File: src/design/carbon_arch_pkg.sv
// --------------------------------------------------------------------------
// Architecture constants and discovery table
// --------------------------------------------------------------------------
package carbon_arch_pkg;

  typedef logic [2:0]  csr_idx_t;
  typedef logic [31:0] disc_word_t;

  localparam csr_idx_t CSR_MODEFLAGS      = 3'd0;
  localparam csr_idx_t CSR_AM9513_CTRL    = 3'd1;
  localparam csr_idx_t CSR_AM9513_MODE    = 3'd2;
  localparam csr_idx_t CSR_COMP_BASE_LO   = 3'd3;
  localparam csr_idx_t CSR_COMP_BASE_HI   = 3'd4;
  localparam csr_idx_t CSR_COMP_RING_MASK = 3'd5;
  localparam csr_idx_t CSR_CAI_IRQ_ENABLE = 3'd6;
  localparam int       CSR_COUNT          = 7;

  localparam logic [7:0] MODE_NATIVE_MASK = 8'h04;
  localparam logic [7:0] AM9513_P2_AM9513 = 8'd2;

  // Tier and ladder ids presented through discovery
  localparam logic [7:0] CPU_TIER_P6_Z380   = 8'd6;
  localparam logic [7:0] FPU_TIER_P2_AM9513 = 8'd2;
  localparam logic [7:0] LADDER_Z80         = 8'd1;
  localparam logic [7:0] LADDER_AM95        = 8'd2;

  // --------------------------------------------------------------------------
  // Bring-up writes, in issue order
  // --------------------------------------------------------------------------
  localparam int BRINGUP_STEPS = 7;

  localparam csr_idx_t BRINGUP_IDX [BRINGUP_STEPS] = '{
    CSR_MODEFLAGS, CSR_AM9513_CTRL, CSR_AM9513_MODE, CSR_COMP_BASE_LO,
    CSR_COMP_BASE_HI, CSR_COMP_RING_MASK, CSR_CAI_IRQ_ENABLE
  };

  localparam logic [31:0] BRINGUP_DATA [BRINGUP_STEPS] = '{
    32'(MODE_NATIVE_MASK), 32'h0000_0001, 32'(AM9513_P2_AM9513), 32'h0000_0500,
    32'h0000_0000, 32'h0000_0000, 32'h0000_0000
  };

  // --------------------------------------------------------------------------
  // Discovery table
  // --------------------------------------------------------------------------
  localparam logic [7:0] DISC_OFF_SIGNATURE   = 8'h00;
  localparam logic [7:0] DISC_OFF_HEADER      = 8'h04;
  localparam logic [7:0] DISC_OFF_TIERS       = 8'h08;
  localparam logic [7:0] DISC_OFF_CPU_FEAT    = 8'h60;
  localparam logic [7:0] DISC_OFF_FPU_FEAT    = 8'h70;
  localparam logic [7:0] DISC_OFF_PERIPH_FEAT = 8'h80;

  localparam disc_word_t DISC_SIGNATURE   = 32'h4353_4443;
  localparam disc_word_t DISC_HEADER      = {16'd64, 16'd1};
  localparam disc_word_t DISC_TIERS       =
      {LADDER_AM95, LADDER_Z80, FPU_TIER_P2_AM9513, CPU_TIER_P6_Z380};
  localparam disc_word_t DISC_CPU_FEAT    = 32'h0000_001F;
  localparam disc_word_t DISC_FPU_FEAT    = 32'h0000_0001;
  localparam disc_word_t DISC_PERIPH_FEAT = 32'h0000_000F;

  // Word at a byte offset, 0 where nothing is defined
  function automatic disc_word_t disc_lookup(input logic [7:0] byte_off);
    disc_word_t word;
    case (byte_off)
      DISC_OFF_SIGNATURE:   word = DISC_SIGNATURE;
      DISC_OFF_HEADER:      word = DISC_HEADER;
      DISC_OFF_TIERS:       word = DISC_TIERS;
      DISC_OFF_CPU_FEAT:    word = DISC_CPU_FEAT;
      DISC_OFF_FPU_FEAT:    word = DISC_FPU_FEAT;
      DISC_OFF_PERIPH_FEAT: word = DISC_PERIPH_FEAT;
      default:              word = '0;
    endcase
    return word;
  endfunction

endpackage : carbon_arch_pkg

File: src/design/carbon_memmap_pkg.sv
// --------------------------------------------------------------------------
// Platform address map and bus types
// --------------------------------------------------------------------------
package carbon_memmap_pkg;

  typedef logic [31:0] addr_t;
  typedef logic [31:0] data_t;

  // Word index carried to the targets (byte address bits 9:2)
  typedef logic [7:0] word_idx_t;

  typedef enum logic [1:0] {
    TGT_DISCOVERY,
    TGT_CSR,
    TGT_MMIO,
    TGT_RAM
  } target_e;

  // --------------------------------------------------------------------------
  // Windows, hit when (addr & MASK) == BASE
  // --------------------------------------------------------------------------
  localparam addr_t DISCOVERY_BASE = 32'h0001_0000;
  localparam addr_t DISCOVERY_MASK = 32'hFFFF_FF00;

  localparam addr_t CSR_BASE = 32'h0002_0000;
  localparam addr_t CSR_MASK = 32'hFFFF_FFE0;

  localparam addr_t MMIO_BASE = 32'h0003_0000;
  localparam addr_t MMIO_MASK = 32'hFFFF_FFF0;

  // MMIO word layout
  localparam logic [1:0] MMIO_WORD_SIGNATURE = 2'd0;
  localparam logic [1:0] MMIO_WORD_POWEROFF  = 2'd1;

endpackage : carbon_memmap_pkg

File: src/design/discovery_rom.sv
// --------------------------------------------------------------------------
// Discovery table ROM
// --------------------------------------------------------------------------
`timescale 1ns/1ps

module discovery_rom (
  input  logic                         clk,
  input  logic                         rst_n,
  input  logic                         sel,
  input  carbon_memmap_pkg::word_idx_t idx,
  output carbon_arch_pkg::disc_word_t  rdata
);
  import carbon_arch_pkg::*;

  logic [7:0] byte_off;

  // 256-byte window, 64 words
  assign byte_off = {idx[5:0], 2'b00};

  always_ff @(posedge clk or negedge rst_n) begin
    if (!rst_n) begin
      rdata <= '0;
    end else if (sel) begin
      rdata <= disc_lookup(byte_off);
    end
  end

endmodule : discovery_rom

File: config.mk
export PLATFORM = sky130hd
export DESIGN_NAME = discovery_rom
export DESIGN_NICKNAME = d
export VERILOG_FILES = /design/src/design/carbon_arch_pkg.sv /design/src/design/carbon_memmap_pkg.sv /design/src/design/discovery_rom.sv
export SDC_FILE = /design/constraint.sdc
export NUM_CORES = 1
export LEC_CHECK = 0
export BUFFER_PORTS_ARGS = -buffer_cell sky130_fd_sc_hd__buf_2
export CORE_MARGIN = 2
export CORE_UTILIZATION = 39
export DETAILED_ROUTE_END_ITERATION = 12
export GPL_ROUTABILITY_DRIVEN = 1
export PLACE_DENSITY = 0.86
export RECOVER_POWER = 25
export SYNTH_ARGS = -nofsm -noshare
export SYNTH_HDL_FRONTEND = slang
export SYNTH_SLANG_ARGS = --single-unit
File: constraint.sdc
create_clock -name clk -period 0.9 [get_ports clk]
set_clock_uncertainty 0.05 [all_clocks]
set_input_delay 0.09 -clock clk [delete_from_list [all_inputs] [get_ports clk]]
set_output_delay 0.09 -clock clk [all_outputs]
set_load 0.005 [all_outputs]
* Word-level counts from Yosys, hierarchy flattened
Cells that the tools add are included.
** Cells by class
- Reduce and logical (&&, ||, !) cells :: 1
- Multiplexer cells :: 1
- Eq/ne operators :: 5
** Operators by type and width (count)
- case mux 31 bit (6 select lines) :: 1
- == test 6 x 5 -> 1 bit (second input constant) :: 2
- zero test 8 bit :: 1
- == test 6 x 1 -> 1 bit (second input constant) :: 1
- == test 6 x 2 -> 1 bit (second input constant) :: 1
- == test 6 bit (second input constant) :: 1
** Word-level totals
- Flip-flop bits (word level) :: 32

* Longest topological paths before layout
Gate-level depths: netlist of the first run.
- Word-level depth :: 2
- Depth in mapped cells :: 3
- Mapped depth without buffers :: 3

* Least setup slack after synthesis of the first run
OpenSTA, ideal clock, no wires.
- Kind :: input to register
- From :: input port idx[4]
- To :: register rdata[1]
- Library setup time :: 0.082 ns
- Path slack :: -0.232 ns
- Stages on the path :: 3
- Buffers on the path :: 0
- Arrival :: 1.000 ns
- Data required time :: 0.768 ns
- Path through :: or4_4 > or2_1 > a31oi_1
** On the way
- Word-level cells in the longest chain between the ends :: 2
- Elaborated cells on any way between the ends :: 7
- Classes of those cells :: eq/ne: 5; mux: 1; reduce/logical: 1
** Ends and longest elaborated chain
- from (decl) :: RTL line discovery_rom.sv:10 : input carbon_memmap_pkg::word_idx_t idx,
- == test 6 bit, or another cell as far along :: RTL line carbon_arch_pkg.sv:63 : case (byte_off)
- case mux 31 bit (6 select lines) * :: RTL line carbon_arch_pkg.sv:63
- to (signal assigned) :: RTL line discovery_rom.sv:24 : rdata <= disc_lookup(byte_off);
- to (decl) :: RTL line discovery_rom.sv:11 : output carbon_arch_pkg::disc_word_t rdata
Every way passes the cells marked *; elsewhere a longest branch is shown, timed or not.
A chain may end at the register's enable or synchronous reset.

* Worst setup path in the final report of the first run
- From :: input port idx[4]
- To :: register rdata[24]
The elaborated chain is that of the path after synthesis.

==> results.toml, run 1 <==
[status]
status = "finished, violations left"
violations = "negative setup slack"

[die]
io_pins = 43
core_region_area_mm2 = 0.00145
start_util = 0.406
die_h_um = 42.9
dieWidth_um = 42.9
die-area_mm2 = 0.00184
placementRows = 14

[setup_path]
critPathLaunchType = "input port"
critPathKind = "in -> reg"
cp.required_ns = 1.03
crit_fanout = 5
crit_arrival_ns = 1.11
worstSetupEndpointType = "flop"

[clock_tree]
numCtsBuffers = 3
clockBufferDepth = 2
cts_sinks = 9
cts_tree = "built"
worstSkewPairLatency_ns = 0.26
clk_pin_slew_ns = 0.06
root_buffer = "clkbuf_4"
htree_levels = 1

[pwr]
power_density_mw_per_mm2 = 1200
power.leakage_uw = 0.000435
vdd_ir_drop_max_uv = 600

[placement]
portBuffers = 24
place_hpwl_um = 888
place_congestion = 0.804
place_area_um2 = 671
place_inst = 104

[layout]
stdcell_count = 113
largest_register = "rdata"
largest_reg_flops = 9
area_growth_pct = 26.7
nNetsFinal = 109
reg_top3 = "rdata x9"
stdcell_area_um2 = 748
final_layout_size_suffix_gt1_frac = 0.433
antenna_cells = 0

[yosys]
yosysSeqAreaShare = 0.381
synth_area_per_cell_um2 = 9.09
syn_area_um2 = 591
synth_cell_types = 23
synthCells = 65
ys_ff_latch = 9
yosysWarnings = 0

[detailed_routing]
postRouteAntennaNets = 0
drc = 0
avgViaCountPerCell = 4.50
drt_pass1_iterations = 4
wl_per_cell_um = 10.5
first_iter_violations = 9
drt_wl_total_um = 1190
vias = 508

[timing]
drv_slew = 0
layout_setup_ws_ns = -0.0879
rsz0062_at_grt = "true"
layout_worst_path_cycle_share = 1.10
fin_crit_ns = 0.988
hold_viol = 0
fmaxAchievable_mhz = 1010
setup_viol = 18

[grt]
grt_pass1_wl_um = 1820
track_usage = 0.140
grt_pass1_vias = 457
overflow = 0
grt_antenna_before_repair = 0
grt_max_degree = 12

[flow_run]
maxCapViolCount = 0

[hold_path]
hold_class = "in -> reg"
path summary, 6_finish.rpt:
check                               from         to  slack, ns  cells after the start
worst max-delay path              idx[4]  rdata[24]      -0.09                      4
worst min-delay path              idx[1]   rdata[9]       0.07                      2
worst max register to register  rdata[9]   rdata[9]       0.04                      2
worst min register to register  rdata[2]   rdata[2]       0.50                      2
max in group asynchronous          rst_n   rdata[9]       0.22                      2
min in group asynchronous          rst_n   rdata[1]       0.25                      2
stage by stage:
| stage | setup WS (ns) | setup TNS [ns] | total power, uW | hold slack, ns | util |
|---|---|---|---|---|---|
| after floorplan | -0.232 | -0.859 | 550 | -0.256 | - |
| after global routing | -0.112 | -1.45 | 943 | 0.0801 | 0.515 |
| after global placement | -0.363 | -2.05 | 574 | -0.104 | 0.461 |
| after detailed placement | -0.380 | -2.29 | 580 | -0.102 | 0.461 |
| final | -0.0879 | -0.929 | 899 | 0.0736 | 0.515 |
| after CTS | -0.0878 | -1.00 | 910 | 0.0668 | 0.511 |
where the power goes:
group,internal (uW),switching (uW),leakage [uW]
combinational,80.6,80.3,0.000300
clock,171,137,0.0000150
sequential,421,9.37,0.000121
total,672,227,0.000435
logic make-up (layout without fill, tap and decap cells):
| group | count (synthesis) | after routing | synth area share |
|---|---|---|---|
| multiplexers | 2 | 2 | 0.0360 |
| buffers and inverters | 29 | 46 | 0.331 |
| flip-flops | 9 | 9 | 0.381 |
| other | 1 | 16 | 0.00635 |
| AND/OR/NAND/NOR | 13 | 13 | 0.127 |
| AO/OA/AOI/OAI | 11 | 11 | 0.119 |
area by class of cell:
cell class	count	area, um2
Tap cell	16	20.0
Inverter	5	18.8
Multi-Input combinational cell	42	226
Fill cell	145	706
Sequential cell	9	225
Timing Repair Buffer	37	231
Clock buffer	4	26.3
Yosys cell counts:
master / instances / area, um2
mux2_2: 1 / 11.3
nor3b_1: 1 / 7.51
buf_4: 23 / 173
or4_4: 1 / 11.3
nor2_1: 3 / 11.3
inv_1: 5 / 18.8
nand3_1: 1 / 5.00
o21bai_1: 1 / 7.51
o22ai_1: 2 / 12.5
a31o_2: 1 / 8.76
nand2_1: 2 / 7.51
and3b_2: 1 / 10.0
or2_1: 1 / 6.26
a21oi_1: 1 / 5.00
mux2i_1: 1 / 10.0
nor3_1: 2 / 10.0
a31oi_1: 2 / 12.5
dfrtp_1: 9 / 225
nor2b_1: 1 / 6.26
o21ai_0: 3 / 15.0
o31a_1: 1 / 8.76
clkbuf_1: 1 / 3.75
conb_1: 1 / 3.75
critical path, stage by stage:
cell	delay [ns]
buf_6	0.09
or4_4	0.55
or2_1	0.26
o22ai_1	0.12
routing by layer:
metal  routed length (um)  global-route usage
met5                    0                   0
met3                  116              0.0255
met1                  438               0.133
met4                   12               0.131
met2                  619               0.245
what timing repair did:
action                                  CTS  global route
hold buffers                              1             0
endpoints found under the setup margin   20            21
resized for setup                         1             1
buffers inserted                          4             0
cloned                                    0             0
hold endpoints to repair                  9             0
pin swaps                                 0             4
placed cells by master (no fill, tap or decap), types with 3 or more instances in the layout:
master / instances
dfrtp_1: 9
nor2_1: 3
clkbuf_4: 3
buf_4: 12
inv_1: 5
conb_1: 16
buf_2: 21
o21ai_0: 3
Power figures use the tool's default switching activity.
==> run 2, diff against run 1 <==
--- a/config.mk
+++ b/config.mk
@@ -10,7 +10,7 @@
 export CORE_UTILIZATION = 39
 export DETAILED_ROUTE_END_ITERATION = 12
 export GPL_ROUTABILITY_DRIVEN = 1
-export PLACE_DENSITY = 0.86
+export PLACE_DENSITY = 0.83
 export RECOVER_POWER = 25
 export SYNTH_ARGS = -nofsm -noshare
 export SYNTH_HDL_FRONTEND = slang
==> results.toml, run 2 (same netlist as run 1, synthesis figures left out) <==
[status]
status = "finished, violations left"
violations = "negative setup slack"

[hold_path]
hold_class = "in -> reg"

[layout]
final_layout_size_suffix_gt1_frac = 0.464
stdcell_count = 113
largest_register = "rdata"
antenna_cells = 0
area_growth_pct = 32.8
layout_commonest_cell = "buf_2"
reg_top3 = "rdata x9"
largest_reg_flops = 9
n_fill_cell = 145
most-common-layout-cells = "buf_2 (18), conb_1 (16), buf_4 (10)"
multiInputGateArea_um2 = 235
nNetsFinal = 109
regArea_um2 = 226

[setup_path]
critPathKind = "in -> reg"
critPathLaunchType = "input port"
worstSetupEndpointType = "flop"
crit_fanout = 5
rrSetupSlack_ns = 0.05
cp.required_ns = 1.02
crit_arrival_ns = 1.14

[clock_tree]
clk_pin_slew_ns = 0.06
worstSkewPairLatency_ns = 0.26
cts_tree = "built"
numCtsBuffers = 3
clockBufferDepth = 2
cts_sinks = 9
htree_levels = 1
root_buffer = "clkbuf_4"

[flow_run]
maxCapViolCount = 0

[grt]
overflow = 0
grt_antenna_before_repair = 0
track_usage = 0.112
grt_pass1_wl_um = 1530
grt_pass1_vias = 387
grt_max_degree = 13

[detailed_routing]
drt_pass1_iterations = 4
wl_per_cell_um = 9.29
vias = 482
first_iter_violations = 5
avgViaCountPerCell = 4.27
drt_wl_total_um = 1050
drc = 0
postRouteAntennaNets = 0

[die]
start_util = 0.406
dieWidth_um = 42.9
placementRows = 14
core_region_area_mm2 = 0.00145
die_h_um = 42.9
io_pins = 43
die-area_mm2 = 0.00184

[timing]
hold_viol = 0
fin_crit_ns = 1.02
finalSetupTns_ns = -1.03
rsz0062_at_grt = "true"
setup_viol = 16
drv_slew = 0
layout_setup_ws_ns = -0.117
layout_worst_path_cycle_share = 1.13
fmaxAchievable_mhz = 984

[placement]
place_hpwl_um = 787
place_inst = 103
place_congestion = 0.783
portBuffers = 24
place_ws_ns = -0.419

[pwr]
power_density_mw_per_mm2 = 1170
vdd_ir_drop_max_uv = 639
power.leakage_uw = 0.000439
run 2: cell counts in the layout (fill, tap and decap cells not counted):
Identical to the previous run, type by type.
run 2: where the power goes:
part / switching, uW / internal (uW) / total, uW / leakage, uW
logic: 82.4 / 90.2 / 173 / 0.000305
registers: 9.30 / 421 / 430 / 0.000119
clock network: 141 / 171 / 312 / 0.0000150
run 2: through the flow:
stage                     power [uW]  utilization  cell area [um2]  hold slack, ns
after floorplan                  550            -              647          -0.256
after global placement           572        0.456              663          -0.104
after detailed placement         575        0.456              663          -0.103
after CTS                        907        0.510              742          0.0643
after global routing             955        0.540              785          0.0796
final                            914        0.540              785          0.0639
run 2: final timing paths:
kind	start	to	cells after the start
setup / recovery	idx[3]	rdata[1]	4
setup reg to reg	rdata[9]	rdata[9]	2
hold / removal	idx[1]	rdata[9]	2
max in group asynchronous	rst_n	rdata[24]	2
hold reg to reg	rdata[3]	rdata[3]	2
min in group asynchronous	rst_n	rdata[22]	2
run 2: layer usage:
layer | GRT usage | up-vias | routed length, um
met5 | 0 | - | 0
met4 | 0.0750 | 0 | 12
li1 | - | 240 | -
met2 | 0.194 | 28 | 548
met1 | 0.118 | 212 | 386
met3 | 0.0298 | 2 | 102
run 2: final cells by class:
cell class | count | area share
repair buffers | 37 | 0.329
multi-input cells | 42 | 0.300
flip-flops and latches | 9 | 0.289
clock buffers | 4 | 0.0335
well taps | 16 | 0.0255
inverters | 5 | 0.0239
run 2: worst max-delay path: stages:
cell and delay, ns:
buf_6 0.09, or4_4 0.56, or2_1 0.26, a31oi_1 0.14
run 2: timing repair:
action | 4_1_cts | 5_1_grt
hold endpoints to repair | 9 | 0
buffers inserted | 4 | 1
resized for setup | 2 | 9
hold buffers | 1 | 0
pin swaps | 5 | 1
setup endpoints to repair | 19 | 23
==> run 3, diff against run 2 <==
--- a/config.mk
+++ b/config.mk
@@ -5,9 +5,10 @@
 export SDC_FILE = /design/constraint.sdc
 export NUM_CORES = 1
 export LEC_CHECK = 0
+export ABC_AREA = 1
 export BUFFER_PORTS_ARGS = -buffer_cell sky130_fd_sc_hd__buf_2
 export CORE_MARGIN = 2
-export CORE_UTILIZATION = 39
+export CORE_UTILIZATION = 40
 export DETAILED_ROUTE_END_ITERATION = 12
 export GPL_ROUTABILITY_DRIVEN = 1
 export PLACE_DENSITY = 0.83
==> results.toml, run 3 <==
[status]
status = "finished, violations left"
violations = "negative setup slack"

[setup_path]
cp.required_ns = 0.76
crit_arrival_ns = 0.83
cp_top_family = "flip-flops"
worst_path_max_delay_cell = "dfrtp_2"
cp_slowest_stage_delay_ns = 0.44
worstSetupEndpointType = "output pin"
critPathKind = "reg -> out"
crit_chain = "buf_2"
crit_fanout = 8
critPathLaunchType = "flop"
cp.depth = 1
r2r_cells = 4
timing.critical_path.buf_inv = 1

[layout]
final_layout_size_suffix_gt1_frac = 0.345
layout_commonest_cell = "buf_2"
area_growth_pct = 16.8
most-common-layout-cells = "buf_2 (23), nand2_1 (16), conb_1 (16)"
antenna_cells = 0
nNetsFinal = 122
reg_top3 = "rdata x9"
largest_register = "rdata"
largest_reg_flops = 9
stdcell_area_um2 = 731

[pwr]
switchingPower_uw = 222
power_frac_seq = 0.490
vdd_ir_drop_max_uv = 918
switching_share = 0.254
power.leakage_uw = 0.000472
clkPwrFrac = 0.343
finalPower_uw = 873
p_comb_frac = 0.167
p_int_uw = 651
power_density_mw_per_mm2 = 1190

[timing]
hold_viol = 0
drv_slew = 0
finalSetupTns_ns = -0.474
setup_viol = 9
layout_setup_ws_ns = -0.0686
layout_worst_path_cycle_share = 1.08
hold_ws_ns = 0.0197
fin_crit_ns = 0.969
fmaxAchievable_mhz = 1030
rsz0062_at_grt = "true"

[detailed_routing]
drt_wl_total_um = 1060
avgViaCountPerCell = 4.13
drc = 0
wl_per_cell_um = 8.40
first_iter_violations = 1
vias = 520
drt_pass1_iterations = 2
postRouteAntennaNets = 0

[clock_tree]
worstSkewPairLatency_ns = 0.25
clockBufferDepth = 2
root_buffer = "clkbuf_4"
clk_pin_slew_ns = 0.06
numCtsBuffers = 3
cts_tree = "built"
htree_levels = 1
cts_sinks = 9

[yosys]
yosysWarnings = 0
yosysSeqAreaShare = 0.360
synth_cell_types = 14
synth_area_per_cell_um2 = 7.54
synthFlopType = "dfrtp_1"
yosysMostFrequentCell = "buf_4"
syn_area_um2 = 626
ys_top_cells_by_count = "buf_4 (24), nand2_1 (16), nor2_1 (11), dfrtp_1 (9)"
async_reset_ff_frac = 1.00
yosysTopAreaCellShare = 0.360
synthCells = 83
synth-edff-count = 0
ys_ff_latch = 9
synth_top_cell_by_area = "dfrtp_1"
synth_area_leaders = "dfrtp_1 (36%), buf_4 (29%), nand2_1 (9.6%)"

[grt]
grt_antenna_before_repair = 0
grt_pass1_wl_um = 1510
grt_max_degree = 10
track_usage = 0.105
grt_pass1_vias = 391
overflow = 0

[die]
core_region_area_mm2 = 0.00149
die_h_um = 43.5
io_pins = 43
placementRows = 14
die-area_mm2 = 0.00190
dieWidth_um = 43.5
start_util = 0.420

[placement]
place_hpwl_um = 814
place_area_um2 = 642
place_congestion = 0.739
portBuffers = 24
place_ws_ns = 0.00174

[hold_path]
holdPathStages = 2
hold_class = "in -> reg"

[flow_run]
maxCapViolCount = 0
## run 3: cell type report
type	instances	area, um2
fill	156	758
multi-input combinational	58	250
sequential	9	226
timing repair buffer	32	181
clock buffer	4	26.3
inverter	7	26.3
tap	16	20.0
## run 3: layer usage
layer	global-route usage	part of all wire	wire, um	vias to the layer above
met5	0	0	0	-
met4	0	0	0	0
met3	0.0625	0.11	114	0
met2	0.188	0.50	525	29
met1	0.113	0.40	419	222
li1	-	-	-	269
## run 3: path summary, 6_finish.rpt
path	slack, ns	endpoint	start
max in group asynchronous	0.22	rdata[24]	rst_n
worst max-delay path	-0.07	rdata[17]	rdata[24]
worst max register to register	0.03	rdata[22]	rdata[22]
min in group asynchronous	0.24	rdata[22]	rst_n
worst min register to register	0.43	rdata[3]	rdata[3]
worst min-delay path	0.02	rdata[24]	idx[0]
## run 3: kinds of logic after synthesis
kind of cell | share of synthesized area
other | 0.00599
AND/OR/NAND/NOR | 0.268
AO/OA/AOI/OAI | 0.0360
buffers and inverters | 0.330
flip-flops | 0.360
## run 3: repair_timing
item	4_1_cts	5_1_grt
hold buffers	1	0
hold endpoints to repair	9	0
setup endpoints to repair	13	16
gates resized for setup	0	1
setup buffers	2	5
## run 3: metrics by stage
stage | util | std cells
floorplan | - | 98
global route | 0.491 | 126
finish | 0.491 | 126
CTS | 0.466 | 121
global placement | 0.431 | 114
detailed placement | 0.431 | 114
## run 3: power groups by stage
| stage | Combinational [uW] | Sequential, uW | Clock, uW |
|---|---|---|---|
| final | 146 | 428 | 299 |
| after global routing | 167 | 429 | 332 |
| after CTS | 133 | 428 | 311 |
| after detailed placement | 126 | 435 | 0 |
| after global placement | 122 | 435 | 0 |
| after floorplan | 123 | 437 | 0 |
